--- config.mk ---
export PLATFORM = sky130hd
export DESIGN_NAME = mdu_top
export DESIGN_NICKNAME = d
export VERILOG_FILES = /design/src/rtl/mdu_pkg.sv /design/src/rtl/mdu_req_if.sv /design/src/rtl/mdu_res_if.sv /design/src/rtl/mdu_div_unit.sv /design/src/rtl/mdu_issue_queue.sv /design/src/rtl/mdu_mul_unit.sv /design/src/rtl/mdu_result_arb.sv /design/src/rtl/mdu_top.sv
export SDC_FILE = /design/constraint.sdc
export NUM_CORES = 2
export LEC_CHECK = 0
export BUFFER_PORTS_ARGS = -buffer_cell sky130_fd_sc_hd__buf_2
export CORE_UTILIZATION = 25
export DETAILED_ROUTE_END_ITERATION = 10
export GPL_ROUTABILITY_DRIVEN = 0
export PLACE_DENSITY = 0.38
export SLEW_MARGIN = 20
export SYNTH_ARGS = -nofsm -noshare
export SYNTH_HDL_FRONTEND = slang
export SYNTH_HIERARCHICAL = 1
export SYNTH_SLANG_ARGS = --single-unit
--- constraint.sdc ---
create_clock -name clk -period 16.11 [get_ports clk]
set_input_delay 1.611 -clock clk [delete_from_list [all_inputs] [get_ports clk]]
set_output_delay 1.611 -clock clk [all_outputs]
set_load 0.01 [all_outputs]
--- src/rtl/mdu_pkg.sv ---
`default_nettype none

package mdu_pkg;

    // ----------------------------
    // widths
    // ----------------------------
    localparam int WORD_W   = 32;
    localparam int ROB_ID_W = 5;
    localparam int OP_W     = 3;

    // queue sizing
    localparam int IQ_DEPTH = 4;
    localparam int IQ_PTR_W = $clog2(IQ_DEPTH);
    // count must reach IQ_DEPTH itself
    localparam int IQ_CNT_W = $clog2(IQ_DEPTH + 1);

    // divider iteration count
    localparam int DIV_STEPS = 32;
    localparam int DIV_CNT_W = $clog2(DIV_STEPS);

    // ----------------------------
    // types
    // ----------------------------
    typedef logic [WORD_W-1:0]   word_t;
    typedef logic [ROB_ID_W-1:0] rob_id_t;
    typedef logic [OP_W-1:0]     mdu_op_t;
    typedef logic [IQ_PTR_W-1:0] iq_ptr_t;

    // ----------------------------
    // op codes
    // ----------------------------
    // multiplier ops, top bit clear
    localparam mdu_op_t OP_MUL   = 3'b000;
    localparam mdu_op_t OP_MULH  = 3'b001;
    localparam mdu_op_t OP_MULHU = 3'b010;

    // divider ops, top bit set
    localparam mdu_op_t OP_DIV   = 3'b100;
    localparam mdu_op_t OP_DIVU  = 3'b101;
    localparam mdu_op_t OP_MOD   = 3'b110;
    localparam mdu_op_t OP_MODU  = 3'b111;

endpackage

`default_nettype wire

--- src/rtl/mdu_req_if.sv ---
`timescale 1ns/1ps
`default_nettype none

interface mdu_req_if;
    import mdu_pkg::*;

    logic    valid;
    logic    ready;
    mdu_op_t op;
    word_t   src_a;
    word_t   src_b;
    rob_id_t rob_id;

    // issue queue side
    modport issuer (output valid, output op, output src_a, output src_b,
                    output rob_id, input ready);

    // execution unit side
    modport unit (input valid, input op, input src_a, input src_b,
                  input rob_id, output ready);

endinterface

`default_nettype wire

--- src/rtl/mdu_res_if.sv ---
`timescale 1ns/1ps
`default_nettype none

interface mdu_res_if;
    import mdu_pkg::*;

    logic    valid;
    logic    ready;
    word_t   data;
    rob_id_t rob_id;

    // execution unit side
    modport unit (output valid, output data, output rob_id, input ready);

    // result arbiter side
    modport merger (input valid, input data, input rob_id, output ready);

endinterface

`default_nettype wire

--- src/rtl/mdu_div_unit.sv ---
`timescale 1ns/1ps
`default_nettype none

module mdu_div_unit (
    input  logic      clk,
    input  logic      rst_n_i,
    input  logic      flush_i,
    mdu_req_if.unit   req,
    mdu_res_if.unit   res
);
    import mdu_pkg::*;

    typedef enum logic [1:0] {
        DIV_IDLE,
        DIV_PREP,
        DIV_RUN,
        DIV_DONE
    } div_state_t;

    div_state_t           state_q;
    logic [DIV_CNT_W-1:0] step_q;

    mdu_op_t     op_q;
    rob_id_t     rob_id_q;
    word_t       a_q;
    word_t       b_q;
    word_t       dvsr_q;
    word_t       quo_q;
    word_t       rem_q;

    logic        is_signed;
    logic        is_rem;
    logic        neg_a;
    logic        neg_b;
    logic [32:0] rem_shift;
    logic [32:0] diff;
    word_t       quo_res;
    word_t       rem_res;

    assign is_signed = (op_q == OP_DIV) || (op_q == OP_MOD);
    assign is_rem    = (op_q == OP_MOD) || (op_q == OP_MODU);
    assign neg_a     = is_signed && a_q[31];
    assign neg_b     = is_signed && b_q[31];

    // one restoring step, a clear top bit means the subtract fits
    assign rem_shift = {rem_q, quo_q[31]};
    assign diff      = rem_shift - {1'b0, dvsr_q};

    // ----------------------------
    // control
    // ----------------------------
    always_ff @(posedge clk) begin
        if (!rst_n_i || flush_i) begin
            state_q <= DIV_IDLE;
            step_q  <= '0;
        end else begin
            case (state_q)
                DIV_IDLE: if (req.valid) state_q <= DIV_PREP;
                DIV_PREP: begin
                    step_q  <= '0;
                    state_q <= DIV_RUN;
                end
                DIV_RUN: begin
                    step_q <= step_q + 1'b1;
                    if (step_q == DIV_CNT_W'(DIV_STEPS - 1)) state_q <= DIV_DONE;
                end
                DIV_DONE: if (res.ready) state_q <= DIV_IDLE;
                default: state_q <= DIV_IDLE;
            endcase
        end
    end

    // datapath
    always_ff @(posedge clk) begin
        if (state_q == DIV_IDLE && req.valid) begin
            op_q     <= req.op;
            rob_id_q <= req.rob_id;
            a_q      <= req.src_a;
            b_q      <= req.src_b;
        end else if (state_q == DIV_PREP) begin
            // work on magnitudes, signs restored at the end
            quo_q  <= neg_a ? -a_q : a_q;
            dvsr_q <= neg_b ? -b_q : b_q;
            rem_q  <= '0;
        end else if (state_q == DIV_RUN) begin
            rem_q <= diff[32] ? rem_shift[31:0] : diff[31:0];
            quo_q <= {quo_q[30:0], ~diff[32]};
        end
    end

    // sign fixup and special cases
    always_comb begin
        quo_res = (neg_a ^ neg_b) ? -quo_q : quo_q;
        rem_res = neg_a ? -rem_q : rem_q;
        if (b_q == '0) begin
            quo_res = '1;
            rem_res = a_q;
        end else if (is_signed && (a_q == 32'h8000_0000) && (b_q == '1)) begin
            quo_res = a_q;
            rem_res = '0;
        end
    end

    assign req.ready  = (state_q == DIV_IDLE);
    assign res.valid  = (state_q == DIV_DONE);
    assign res.data   = is_rem ? rem_res : quo_res;
    assign res.rob_id = rob_id_q;

endmodule

`default_nettype wire

--- src/rtl/mdu_issue_queue.sv ---
`timescale 1ns/1ps
`default_nettype none

module mdu_issue_queue (
    input  logic              clk,
    input  logic              rst_n_i,
    input  logic              flush_i,

    input  logic              disp_valid_i,
    output logic              disp_ready_o,
    input  mdu_pkg::mdu_op_t  disp_op_i,
    input  mdu_pkg::rob_id_t  disp_rob_id_i,
    input  mdu_pkg::word_t    disp_src_a_i,
    input  mdu_pkg::word_t    disp_src_b_i,
    input  mdu_pkg::rob_id_t  disp_tag_a_i,
    input  mdu_pkg::rob_id_t  disp_tag_b_i,
    input  logic              disp_present_a_i,
    input  logic              disp_present_b_i,

    input  logic              cdb_valid_i,
    input  mdu_pkg::rob_id_t  cdb_tag_i,
    input  mdu_pkg::word_t    cdb_data_i,

    mdu_req_if.issuer         mul_req,
    mdu_req_if.issuer         div_req
);
    import mdu_pkg::*;

    // per-entry storage
    mdu_op_t op_q     [IQ_DEPTH];
    rob_id_t rob_id_q [IQ_DEPTH];
    word_t   src_a_q  [IQ_DEPTH];
    word_t   src_b_q  [IQ_DEPTH];
    rob_id_t tag_a_q  [IQ_DEPTH];
    rob_id_t tag_b_q  [IQ_DEPTH];
    logic    rdy_a_q  [IQ_DEPTH];
    logic    rdy_b_q  [IQ_DEPTH];

    iq_ptr_t             head_q;
    iq_ptr_t             tail_q;
    logic [IQ_CNT_W-1:0] count_q;

    logic  disp_fire;
    logic  issue_fire;
    logic  head_valid;
    logic  head_is_div;
    logic  disp_rdy_a;
    logic  disp_rdy_b;
    word_t disp_val_a;
    word_t disp_val_b;

    assign disp_ready_o = (count_q < IQ_CNT_W'(IQ_DEPTH));
    assign disp_fire    = disp_valid_i && disp_ready_o;

    // operand capture for the entry being dispatched, cdb hit included
    always_comb begin
        disp_rdy_a = disp_present_a_i;
        disp_val_a = disp_src_a_i;
        disp_rdy_b = disp_present_b_i;
        disp_val_b = disp_src_b_i;
        if (!disp_present_a_i && cdb_valid_i && (cdb_tag_i == disp_tag_a_i)) begin
            disp_rdy_a = 1'b1;
            disp_val_a = cdb_data_i;
        end
        if (!disp_present_b_i && cdb_valid_i && (cdb_tag_i == disp_tag_b_i)) begin
            disp_rdy_b = 1'b1;
            disp_val_b = cdb_data_i;
        end
    end

    // ----------------------------
    // entry write and wakeup
    // ----------------------------
    always_ff @(posedge clk) begin
        for (int i = 0; i < IQ_DEPTH; i++) begin
            if (disp_fire && (tail_q == iq_ptr_t'(i))) begin
                op_q[i]     <= disp_op_i;
                rob_id_q[i] <= disp_rob_id_i;
                tag_a_q[i]  <= disp_tag_a_i;
                tag_b_q[i]  <= disp_tag_b_i;
                src_a_q[i]  <= disp_val_a;
                src_b_q[i]  <= disp_val_b;
                rdy_a_q[i]  <= disp_rdy_a;
                rdy_b_q[i]  <= disp_rdy_b;
            end else begin
                // waiting operands snoop the cdb
                if (!rdy_a_q[i] && cdb_valid_i && (cdb_tag_i == tag_a_q[i])) begin
                    rdy_a_q[i] <= 1'b1;
                    src_a_q[i] <= cdb_data_i;
                end
                if (!rdy_b_q[i] && cdb_valid_i && (cdb_tag_i == tag_b_q[i])) begin
                    rdy_b_q[i] <= 1'b1;
                    src_b_q[i] <= cdb_data_i;
                end
            end
        end
    end

    // ----------------------------
    // head issue
    // ----------------------------
    assign head_valid  = (count_q != '0) && rdy_a_q[head_q] && rdy_b_q[head_q];
    assign head_is_div = op_q[head_q][OP_W-1];

    assign mul_req.valid  = head_valid && !head_is_div;
    assign mul_req.op     = op_q[head_q];
    assign mul_req.src_a  = src_a_q[head_q];
    assign mul_req.src_b  = src_b_q[head_q];
    assign mul_req.rob_id = rob_id_q[head_q];

    assign div_req.valid  = head_valid && head_is_div;
    assign div_req.op     = op_q[head_q];
    assign div_req.src_a  = src_a_q[head_q];
    assign div_req.src_b  = src_b_q[head_q];
    assign div_req.rob_id = rob_id_q[head_q];

    assign issue_fire = (mul_req.valid && mul_req.ready) || (div_req.valid && div_req.ready);

    // pointers and occupancy
    always_ff @(posedge clk) begin
        if (!rst_n_i || flush_i) begin
            head_q  <= '0;
            tail_q  <= '0;
            count_q <= '0;
        end else begin
            if (disp_fire) begin
                tail_q <= tail_q + 1'b1;
            end
            if (issue_fire) begin
                head_q <= head_q + 1'b1;
            end
            count_q <= count_q + IQ_CNT_W'(disp_fire) - IQ_CNT_W'(issue_fire);
        end
    end

endmodule

`default_nettype wire

--- src/rtl/mdu_mul_unit.sv ---
`timescale 1ns/1ps
`default_nettype none

module mdu_mul_unit (
    input  logic      clk,
    input  logic      rst_n_i,
    input  logic      flush_i,
    mdu_req_if.unit   req,
    mdu_res_if.unit   res
);
    import mdu_pkg::*;

    logic               s1_valid_q;
    logic signed [32:0] s1_a_q;
    logic signed [32:0] s1_b_q;
    mdu_op_t            s1_op_q;
    rob_id_t            s1_rob_id_q;

    logic               s2_valid_q;
    word_t              s2_data_q;
    rob_id_t            s2_rob_id_q;

    logic               s1_free;
    logic               s2_free;
    logic               ext_sign;
    logic signed [65:0] prod_wide;
    logic [63:0]        product;

    // a stage may load when empty or when it drains this cycle
    assign s2_free   = !s2_valid_q || res.ready;
    assign s1_free   = !s1_valid_q || s2_free;
    assign req.ready = s1_free;

    // mulhu is the only zero-extended op
    assign ext_sign  = (req.op == OP_MUL) || (req.op == OP_MULH);

    assign prod_wide = s1_a_q * s1_b_q;
    assign product   = prod_wide[63:0];

    always_ff @(posedge clk) begin
        if (!rst_n_i || flush_i) begin
            s1_valid_q <= 1'b0;
            s2_valid_q <= 1'b0;
        end else begin
            if (s2_free) begin
                s2_valid_q <= s1_valid_q;
            end
            if (s1_free) begin
                s1_valid_q <= req.valid;
            end
        end
    end

    // ----------------------------
    // pipeline payload
    // ----------------------------
    always_ff @(posedge clk) begin
        if (s1_free && req.valid) begin
            s1_a_q      <= {ext_sign & req.src_a[31], req.src_a};
            s1_b_q      <= {ext_sign & req.src_b[31], req.src_b};
            s1_op_q     <= req.op;
            s1_rob_id_q <= req.rob_id;
        end
        if (s2_free && s1_valid_q) begin
            s2_data_q   <= (s1_op_q == OP_MUL) ? product[31:0] : product[63:32];
            s2_rob_id_q <= s1_rob_id_q;
        end
    end

    assign res.valid  = s2_valid_q;
    assign res.data   = s2_data_q;
    assign res.rob_id = s2_rob_id_q;

endmodule

`default_nettype wire

--- src/rtl/mdu_result_arb.sv ---
`timescale 1ns/1ps
`default_nettype none

module mdu_result_arb (
    mdu_res_if.merger         mul_res,
    mdu_res_if.merger         div_res,

    output logic              result_valid_o,
    input  logic              result_ready_i,
    output mdu_pkg::word_t    result_data_o,
    output mdu_pkg::rob_id_t  result_rob_id_o
);

    logic sel_div;

    // ----------------------------
    // fixed priority, divider first
    // ----------------------------
    // the divider holds its single op until taken, so it
    // wins whenever it has a result
    assign sel_div = div_res.valid;

    assign result_valid_o  = div_res.valid || mul_res.valid;
    assign result_data_o   = sel_div ? div_res.data : mul_res.data;
    assign result_rob_id_o = sel_div ? div_res.rob_id : mul_res.rob_id;

    // only the selected source sees ready
    assign div_res.ready = result_ready_i;
    assign mul_res.ready = result_ready_i && !sel_div;

endmodule

`default_nettype wire

--- src/rtl/mdu_top.sv ---
`timescale 1ns/1ps
`default_nettype none

module mdu_top (
    input  logic              clk,
    input  logic              rst_n_i,
    input  logic              flush_i,

    // dispatch
    input  logic              disp_valid_i,
    output logic              disp_ready_o,
    input  mdu_pkg::mdu_op_t  disp_op_i,
    input  mdu_pkg::rob_id_t  disp_rob_id_i,
    input  mdu_pkg::word_t    disp_src_a_i,
    input  mdu_pkg::word_t    disp_src_b_i,
    input  mdu_pkg::rob_id_t  disp_tag_a_i,
    input  mdu_pkg::rob_id_t  disp_tag_b_i,
    input  logic              disp_present_a_i,
    input  logic              disp_present_b_i,

    // common data bus
    input  logic              cdb_valid_i,
    input  mdu_pkg::rob_id_t  cdb_tag_i,
    input  mdu_pkg::word_t    cdb_data_i,

    // merged result
    output logic              result_valid_o,
    input  logic              result_ready_i,
    output mdu_pkg::word_t    result_data_o,
    output mdu_pkg::rob_id_t  result_rob_id_o
);

    mdu_req_if mul_req ();
    mdu_req_if div_req ();
    mdu_res_if mul_res ();
    mdu_res_if div_res ();

    mdu_issue_queue i_issue_queue (
        .clk              (clk),
        .rst_n_i          (rst_n_i),
        .flush_i          (flush_i),
        .disp_valid_i     (disp_valid_i),
        .disp_ready_o     (disp_ready_o),
        .disp_op_i        (disp_op_i),
        .disp_rob_id_i    (disp_rob_id_i),
        .disp_src_a_i     (disp_src_a_i),
        .disp_src_b_i     (disp_src_b_i),
        .disp_tag_a_i     (disp_tag_a_i),
        .disp_tag_b_i     (disp_tag_b_i),
        .disp_present_a_i (disp_present_a_i),
        .disp_present_b_i (disp_present_b_i),
        .cdb_valid_i      (cdb_valid_i),
        .cdb_tag_i        (cdb_tag_i),
        .cdb_data_i       (cdb_data_i),
        .mul_req          (mul_req.issuer),
        .div_req          (div_req.issuer)
    );

    mdu_mul_unit i_mul_unit (
        .clk     (clk),
        .rst_n_i (rst_n_i),
        .flush_i (flush_i),
        .req     (mul_req.unit),
        .res     (mul_res.unit)
    );

    mdu_div_unit i_div_unit (
        .clk     (clk),
        .rst_n_i (rst_n_i),
        .flush_i (flush_i),
        .req     (div_req.unit),
        .res     (div_res.unit)
    );

    mdu_result_arb i_result_arb (
        .mul_res         (mul_res.merger),
        .div_res         (div_res.merger),
        .result_valid_o  (result_valid_o),
        .result_ready_i  (result_ready_i),
        .result_data_o   (result_data_o),
        .result_rob_id_o (result_rob_id_o)
    );

endmodule

`default_nettype wire

# Word level (Yosys, flattened, before mapping)
# Memories as Yosys holds them, arrays and structs flattened. A register that Yosys moved wholly into a read port is not among the register bits.
# Index checks and enable logic that the tools add are counted.
[totals] n_memories=8 ff_bits=295 output_inout_bits=39 ram_bits=336 inputBits=127
[classes] order_cmp=1 muxes=121 add_sub_neg=10 eq_ne=26 multipliers=1 n_bitwise=21 n_reduce_logical=82
[memory_table] name="i_issue_queue.src_a_q" words=4 width=32 rd=1 rd_clocked_by_memory_dff=1 write_ports=4 line_no="mdu_issue_queue.sv:32" rtl="word_t src_a_q [IQ_DEPTH];"
[memory_table] name="i_issue_queue.src_b_q" words=4 width=32 rd=1 rd_clocked_by_memory_dff=1 write_ports=4 line_no="mdu_issue_queue.sv:33" rtl="word_t src_b_q [IQ_DEPTH];"
[memory_table] name="i_issue_queue.rob_id_q" words=4 width=5 rd=1 rd_clocked_by_memory_dff=1 write_ports=1 line_no="mdu_issue_queue.sv:31" rtl="rob_id_t rob_id_q [IQ_DEPTH];"
[memory_table] name="i_issue_queue.tag_a_q" words=4 width=5 rd=4 rd_clocked_by_memory_dff=0 write_ports=1 line_no="mdu_issue_queue.sv:34" rtl="rob_id_t tag_a_q [IQ_DEPTH];"
[memory_table] name="i_issue_queue.tag_b_q" words=4 width=5 rd=4 rd_clocked_by_memory_dff=0 write_ports=1 line_no="mdu_issue_queue.sv:35" rtl="rob_id_t tag_b_q [IQ_DEPTH];"
[memory_table] name="i_issue_queue.op_q" words=4 width=3 rd=1 rd_clocked_by_memory_dff=1 write_ports=1 line_no="mdu_issue_queue.sv:30" rtl="mdu_op_t op_q [IQ_DEPTH];"
[memory_table] name="+2 memories"
[ops] operator="$mux 32" n=25
[ops] operator="$neg 32->32" n=4
[ops] operator="$eq 32x32->1 const B" n=2
[ops] operator="$mul 33x33->64" n=1
[ops] operator="$mux 1" n=54
[ops] operator="$mux 2" n=27
[ops] operator="$eq 5x5->1" n=10
[ops] operator="$mux 5" n=10
[ops] operator="$reduce_or 5->1" n=9
[ops] operator="$logic_and 1x1->1" n=37
[ops] operator="$sub 33x32->33" n=1
[ops] operator="$logic_not 32->1" n=1
[ops] operator="$or 1x1->1" n=16
[ops] operator="$logic_not 1->1" n=15
[ops] operator="$pmux 5 s2" n=1
[ops] operator="$eq 3x3->1 const B" n=3
[ops] operator="$mux 3" n=3
[ops] operator="$reduce_or 3->1" n=3
[ops] operator="$eq 2x2->1 const B" n=4
[ops] operator="$logic_or 1x1->1" n=8
[ops] operator="$pmux 2 s4" n=1
[ops] operator="$logic_not 3->1" n=2
[ops] operator="$add 5x1->5 const B" n=1
[ops] operator="$eq 5x5->1 const B" n=1
[ops] operator="other kinds (16)" n=23

# Depth between registers and ports, before layout
[depth] depth_word=9 mapped_depth=30 mapped_depth_nobuf=28

# Hierarchy
# Netlist, hierarchy kept.
[by_module_without_submodules] mod="mdu_mul_unit" cells_each=4341 seq_area_each_um2=3373.2 area_per_inst_um2=42019.0 n_inst=1
[by_module_without_submodules] mod="mdu_issue_queue" cells_each=948 seq_area_each_um2=10249.8 area_per_inst_um2=16724.8 n_inst=1
[by_module_without_submodules] mod="mdu_div_unit" cells_each=1177 seq_area_each_um2=5185.0 area_per_inst_um2=11489.8 n_inst=1
[by_module_without_submodules] mod="mdu_result_arb" cells_each=44 seq_area_each_um2=0.0 area_per_inst_um2=504.2 n_inst=1

# Worst setup path before layout
# No wires, ideal clock.
[synth_path] path_kind="flip-flop to flip-flop" from="reg i_mul_unit.s1_a_q[32]" to="reg i_mul_unit.s2_data_q[29], in the netlist i_mul_unit/res.data[29], data pin" setup_time_ns=0.266 slack_ns=8.130 synth_period_minus_slack_ns=7.980 stages_incl_launch_ff=26 path_buffers=1 t_arrival_ns=7.714 cell_sequence="edfxtp_1 -> clkbuf_1 -> nand2_1 -> inv_1 -> fa_1 -> fa_1 -> fa_1 -> fa_1 -> inv_1 -> fa_1 -> inv_1 -> fa_1 -> fa_1 -> inv_1 -> fa_1 -> inv_1 -> ha_1 -> nand3_1 -> nor3_1 -> nand2_1 -> o41ai_2 -> a2111oi_4 -> o31a_2 -> o21ai_1 -> mux2i_1 -> o21ai_1"
[synth_between] elab_chain_len=2
[synth_lines] item="from (decl)" line_no="mdu_mul_unit.sv:14" rtl="logic signed [32:0] s1_a_q;"
[synth_lines] item="from (signal assigned)" line_no="mdu_mul_unit.sv:59" rtl="s1_a_q <= {ext_sign & req.src_a[31], req.src_a};"
[synth_lines] item="$mul 33x33->64" line_no="mdu_mul_unit.sv:37" rtl="assign prod_wide = s1_a_q * s1_b_q;"
[synth_lines] item="$mux 32" line_no="mdu_mul_unit.sv:65" rtl="s2_data_q <= (s1_op_q == OP_MUL) ? product[31:0] : product[63:32];"
[synth_lines] item="to (signal assigned)" line_no="mdu_mul_unit.sv:65"
[synth_lines] item="to (decl)" line_no="mdu_mul_unit.sv:20" rtl="word_t s2_data_q;"
# No other way between the ends.
# A chain may end at the register's enable or synchronous reset.

# Final worst setup path
[layout_path] from="reg i_mul_unit.s1_b_q[6]" to="reg i_mul_unit.s2_data_q[29], in the netlist i_mul_unit/res.data[29], data pin"
[layout_between] elab_chain_len=2
[layout_lines] item="from (decl)" line_no="mdu_mul_unit.sv:15" rtl="logic signed [32:0] s1_b_q;"
[layout_lines] item="from (signal assigned)" line_no="mdu_mul_unit.sv:60" rtl="s1_b_q <= {ext_sign & req.src_b[31], req.src_b};"
[layout_lines] item="$mul 33x33->64" line_no="mdu_mul_unit.sv:37"
[layout_lines] item="$mux 32" line_no="mdu_mul_unit.sv:65"
# No other way between the ends.

==> run summary <==
Site row count -> 194
Avg WL per Cell -> 23.32 um
Area Growth Syn to Fin -> 9.750%
Setup Viol. Count Final -> 0
Reg power frac -> 13.7%
Post-synthesis sequential area ratio -> 26.59%
Initial core utilization -> 25.23%
Commonest non-fill, non-tap cell in the layout -> inv_1
Antenna Nets Post-Route -> 1
CP max FO -> 33
Failing checks -> antenna rules
Clock Power Share -> 10.3%
Ys flop type -> edfxtp_1
Share of layout cells above drive strength 1 -> 11.71%
Least-Margin Pin Slew -> 1.068 ns
R2r worst-path depth -> 27
Max Root-Sink Buffers -> 3
Worst Path Required -> 16.49 ns
Largest net degree at the start of global routing -> 82
First-pass DRT Iterations -> 7
Worst skew pair latency -> 0.69 ns
Skew final -> 0.04326 ns
CP Launch Type -> flip-flop
Power Dens Cells -> 208.1 nW/um^2
Arr. time, crit path -> 9.43 ns
Synth Area per Inst -> 10.87 um^2
NumNets Final -> 7971
P_leak -> 0.03262 uW
First-pass GRT wire length -> 350300 um
Total gr overflow -> 0
Final WL -> 239300 um
Final worst slack -> 7.058 ns
Hold Fails Final Rpt -> 0
Hpwl dp -> 181500 um
Type of the most critical hold path -> flip-flop to flip-flop
Die Area -> 285100 um^2
Mapped cell area -> 70740 um^2
Post-CTS resize count -> 0
PortBufs -> 165
Number of setup buffers added after CTS -> 0
DP Worst Slack -> 7.095 ns
Pins Over Slew Limit -> 0
DRC -> 0
Die H -> 533.9 um
Boundary Pins -> 166
Vias in the first global route -> 50350
RSZ-0062 raised after global routing -> false
Total negative slack -> 0 ns
Sw power -> 8503 uW
Post-synth EDFFs -> 613
Peak Freq -> 110.5 MHz
Async S/R FF share, synth -> 0%
Root buffer cell -> clkbuf_16
Fin crit share -> 56.19%
DRT iter0 DRCs -> 3016
# hold bufs at CTS -> 0
Gr usage total -> 16.87%
Vias/cell -> 4.519
Cells after Synth -> 6510
Syn_nets -> 8025
VDD IR max -> 0.0003573 V
Flops & latches, synth -> 633
Switching part of the total -> 52.63%
Run status -> complete, but fails checks
Clock-pin slew on the worst setup and hold paths -> 0.06 ns
Core area -> 280400 um^2
Die X-Extent -> 533.9 um
Initial antenna violation count -> 69
CTS tree -> built
Crit path capture type -> flip-flop
# H-tree levels -> 3
Hold depth -> 0
Synth warnings -> 6
Combinational fraction of design power -> 76.0%
Num Clock Sinks -> 633
Total power -> 16160 uW
Synth unique cells -> 100
Internal power -> 7652 uW
Critical path class -> flip-flop to flip-flop
Min cycle time layout -> 9.052 ns
Rel. slew slack -> 28.69%
CTS buffer count -> 74
Most frequent cells in the layout -> inv_1 (1163), fa_1 (1127), nand2_1 (702), edfxtp_1 (613), and2_1 (541)
Maxcap violations -> 0
Via count -> 46380
cells by family after synthesis:
group	Yosys count	synth area share, %
multiplexers	397	7.459
adder cells (fa/ha/maj)	1388	36.51
AO/OA/AOI/OAI	556	4.995
buffers and inverters	1567	8.899
flip-flops	633	26.59
XOR/XNOR	282	3.492
AND/OR/NAND/NOR	1687	12.06
Yosys cell counts (32+ instances only):
cell      instances  area [um^2]
inv_1          1163         4365
fa_1           1127        22560
nand2_1         702         2635
edfxtp_1        613        18410
and2_1          543         3397
clkbuf_1        266        998.5
ha_1            261         3266
mux2_2          227         2556
a21oi_1         175        875.8
nor2_1          169        634.4
xnor2_1         151         1323
xor2_1          131         1147
o21ai_0         107        535.5
buf_4            83        623.1
mux4_2           72         1622
mux2_1           62        698.2
buf_2            45        225.2
nor2b_1          45        281.5
a21o_1           35        262.8
o21ai_1          34        170.2
nand4_1          32        200.2
nor3_1           32        160.2
path summary, 6_finish.rpt:
path / end / slack, ns / start
hold reg to reg: i_mul_unit/res.rob_id[0] / 0.41 / i_mul_unit/s1_rob_id_q[0]
setup / recovery: i_mul_unit/res.data[29] / 7.06 / i_mul_unit/s1_b_q[6]
setup reg to reg: i_mul_unit/res.data[29] / 7.06 / i_mul_unit/s1_b_q[6]
hold / removal: i_mul_unit/res.rob_id[0] / 0.41 / i_mul_unit/s1_rob_id_q[0]
power groups by stage:
| stage | combinational (uW) | sequential [uW] | clock (uW) |
|---|---|---|---|
| after detailed placement | 12400 | 2240 | 0 |
| after floorplan | 8400 | 2230 | 0 |
| after global routing | 13700 | 2210 | 1770 |
| final | 12300 | 2210 | 1660 |
| after CTS | 12500 | 2210 | 1710 |
| after global placement | 12500 | 2240 | 0 |
critical path: stages, from the launching register on:
cell and delay, ns:
edfxtp_1 0.32, buf_4 0.42, nand2_1 0.23, inv_1 0.14, fa_1 0.40, inv_1 0.26, fa_1 0.51, inv_1 0.19
fa_1 0.48, fa_1 0.77, inv_1 0.41, fa_1 0.60, inv_1 0.06, fa_1 0.50, fa_1 0.50, inv_1 0.05
fa_1 0.47, inv_1 0.04, ha_1 0.39, nand3_1 0.16, nor3_1 0.25, nand2_1 0.14, o41ai_2 0.56, a2111oi_4 0.15
o31a_2 0.32, o21ai_1 0.15, mux2i_1 0.20, o21ai_1 0.07
through the flow:
| stage | utilization (%) | std cells | area (um^2) | hold WS (ns) |
|---|---|---|---|---|
| after floorplan | - | 6510 | 70740 | 0.4003 |
| after global placement | 26.84 | 10100 | 75240 | 0.4014 |
| after detailed placement | 26.84 | 10100 | 75240 | 0.4061 |
| after CTS | 27.67 | 10240 | 77580 | 0.4180 |
| after global routing | 27.67 | 10240 | 77590 | 0.4207 |
| final | 27.69 | 10260 | 77630 | 0.4121 |
registers in the layout (all words and copies together), names as in the netlist, 12 cells and up, named ones only:
name	cells
i_issue_queue/tag_a_q	20
i_issue_queue/rob_id_q	20
i_div_unit/quo_q	32
i_div_unit/b_q	32
i_issue_queue/src_b_q	128
i_mul_unit/s1_a_q	33
i_div_unit/rem_q	32
i_mul_unit/res.data	32
i_mul_unit/s1_b_q	33
i_div_unit/dvsr_q	32
i_div_unit/a_q	32
i_issue_queue/op_q	12
i_issue_queue/src_a_q	128
i_issue_queue/tag_b_q	20
metal layers:
| layer | routed length, um | part of all wire [%] | up-vias | track usage, % |
|---|---|---|---|---|
| li1 | - | - | 20520 | - |
| met1 | 103400 | 43 | 24420 | 22.19 |
| met2 | 115600 | 48 | 1112 | 28.52 |
| met3 | 13500 | 5.6 | 279 | 2.926 |
| met4 | 6556 | 2.7 | 42 | 4.315 |
| met5 | 268 | 0.11 | - | 0 |
layout make-up:
type	instances	area (um^2)
Fill cell	29490	202700
Multi-Input combinational cell	4310	45750
Sequential cell	633	18820
Tap cell	3724	4659
Inverter	1163	4365
Clock buffer	96	1997
Timing Repair Buffer	274	1644
Clock inverter	41	344.1
Antenna cell	22	55.05
(Power assumes the default switching activity.)
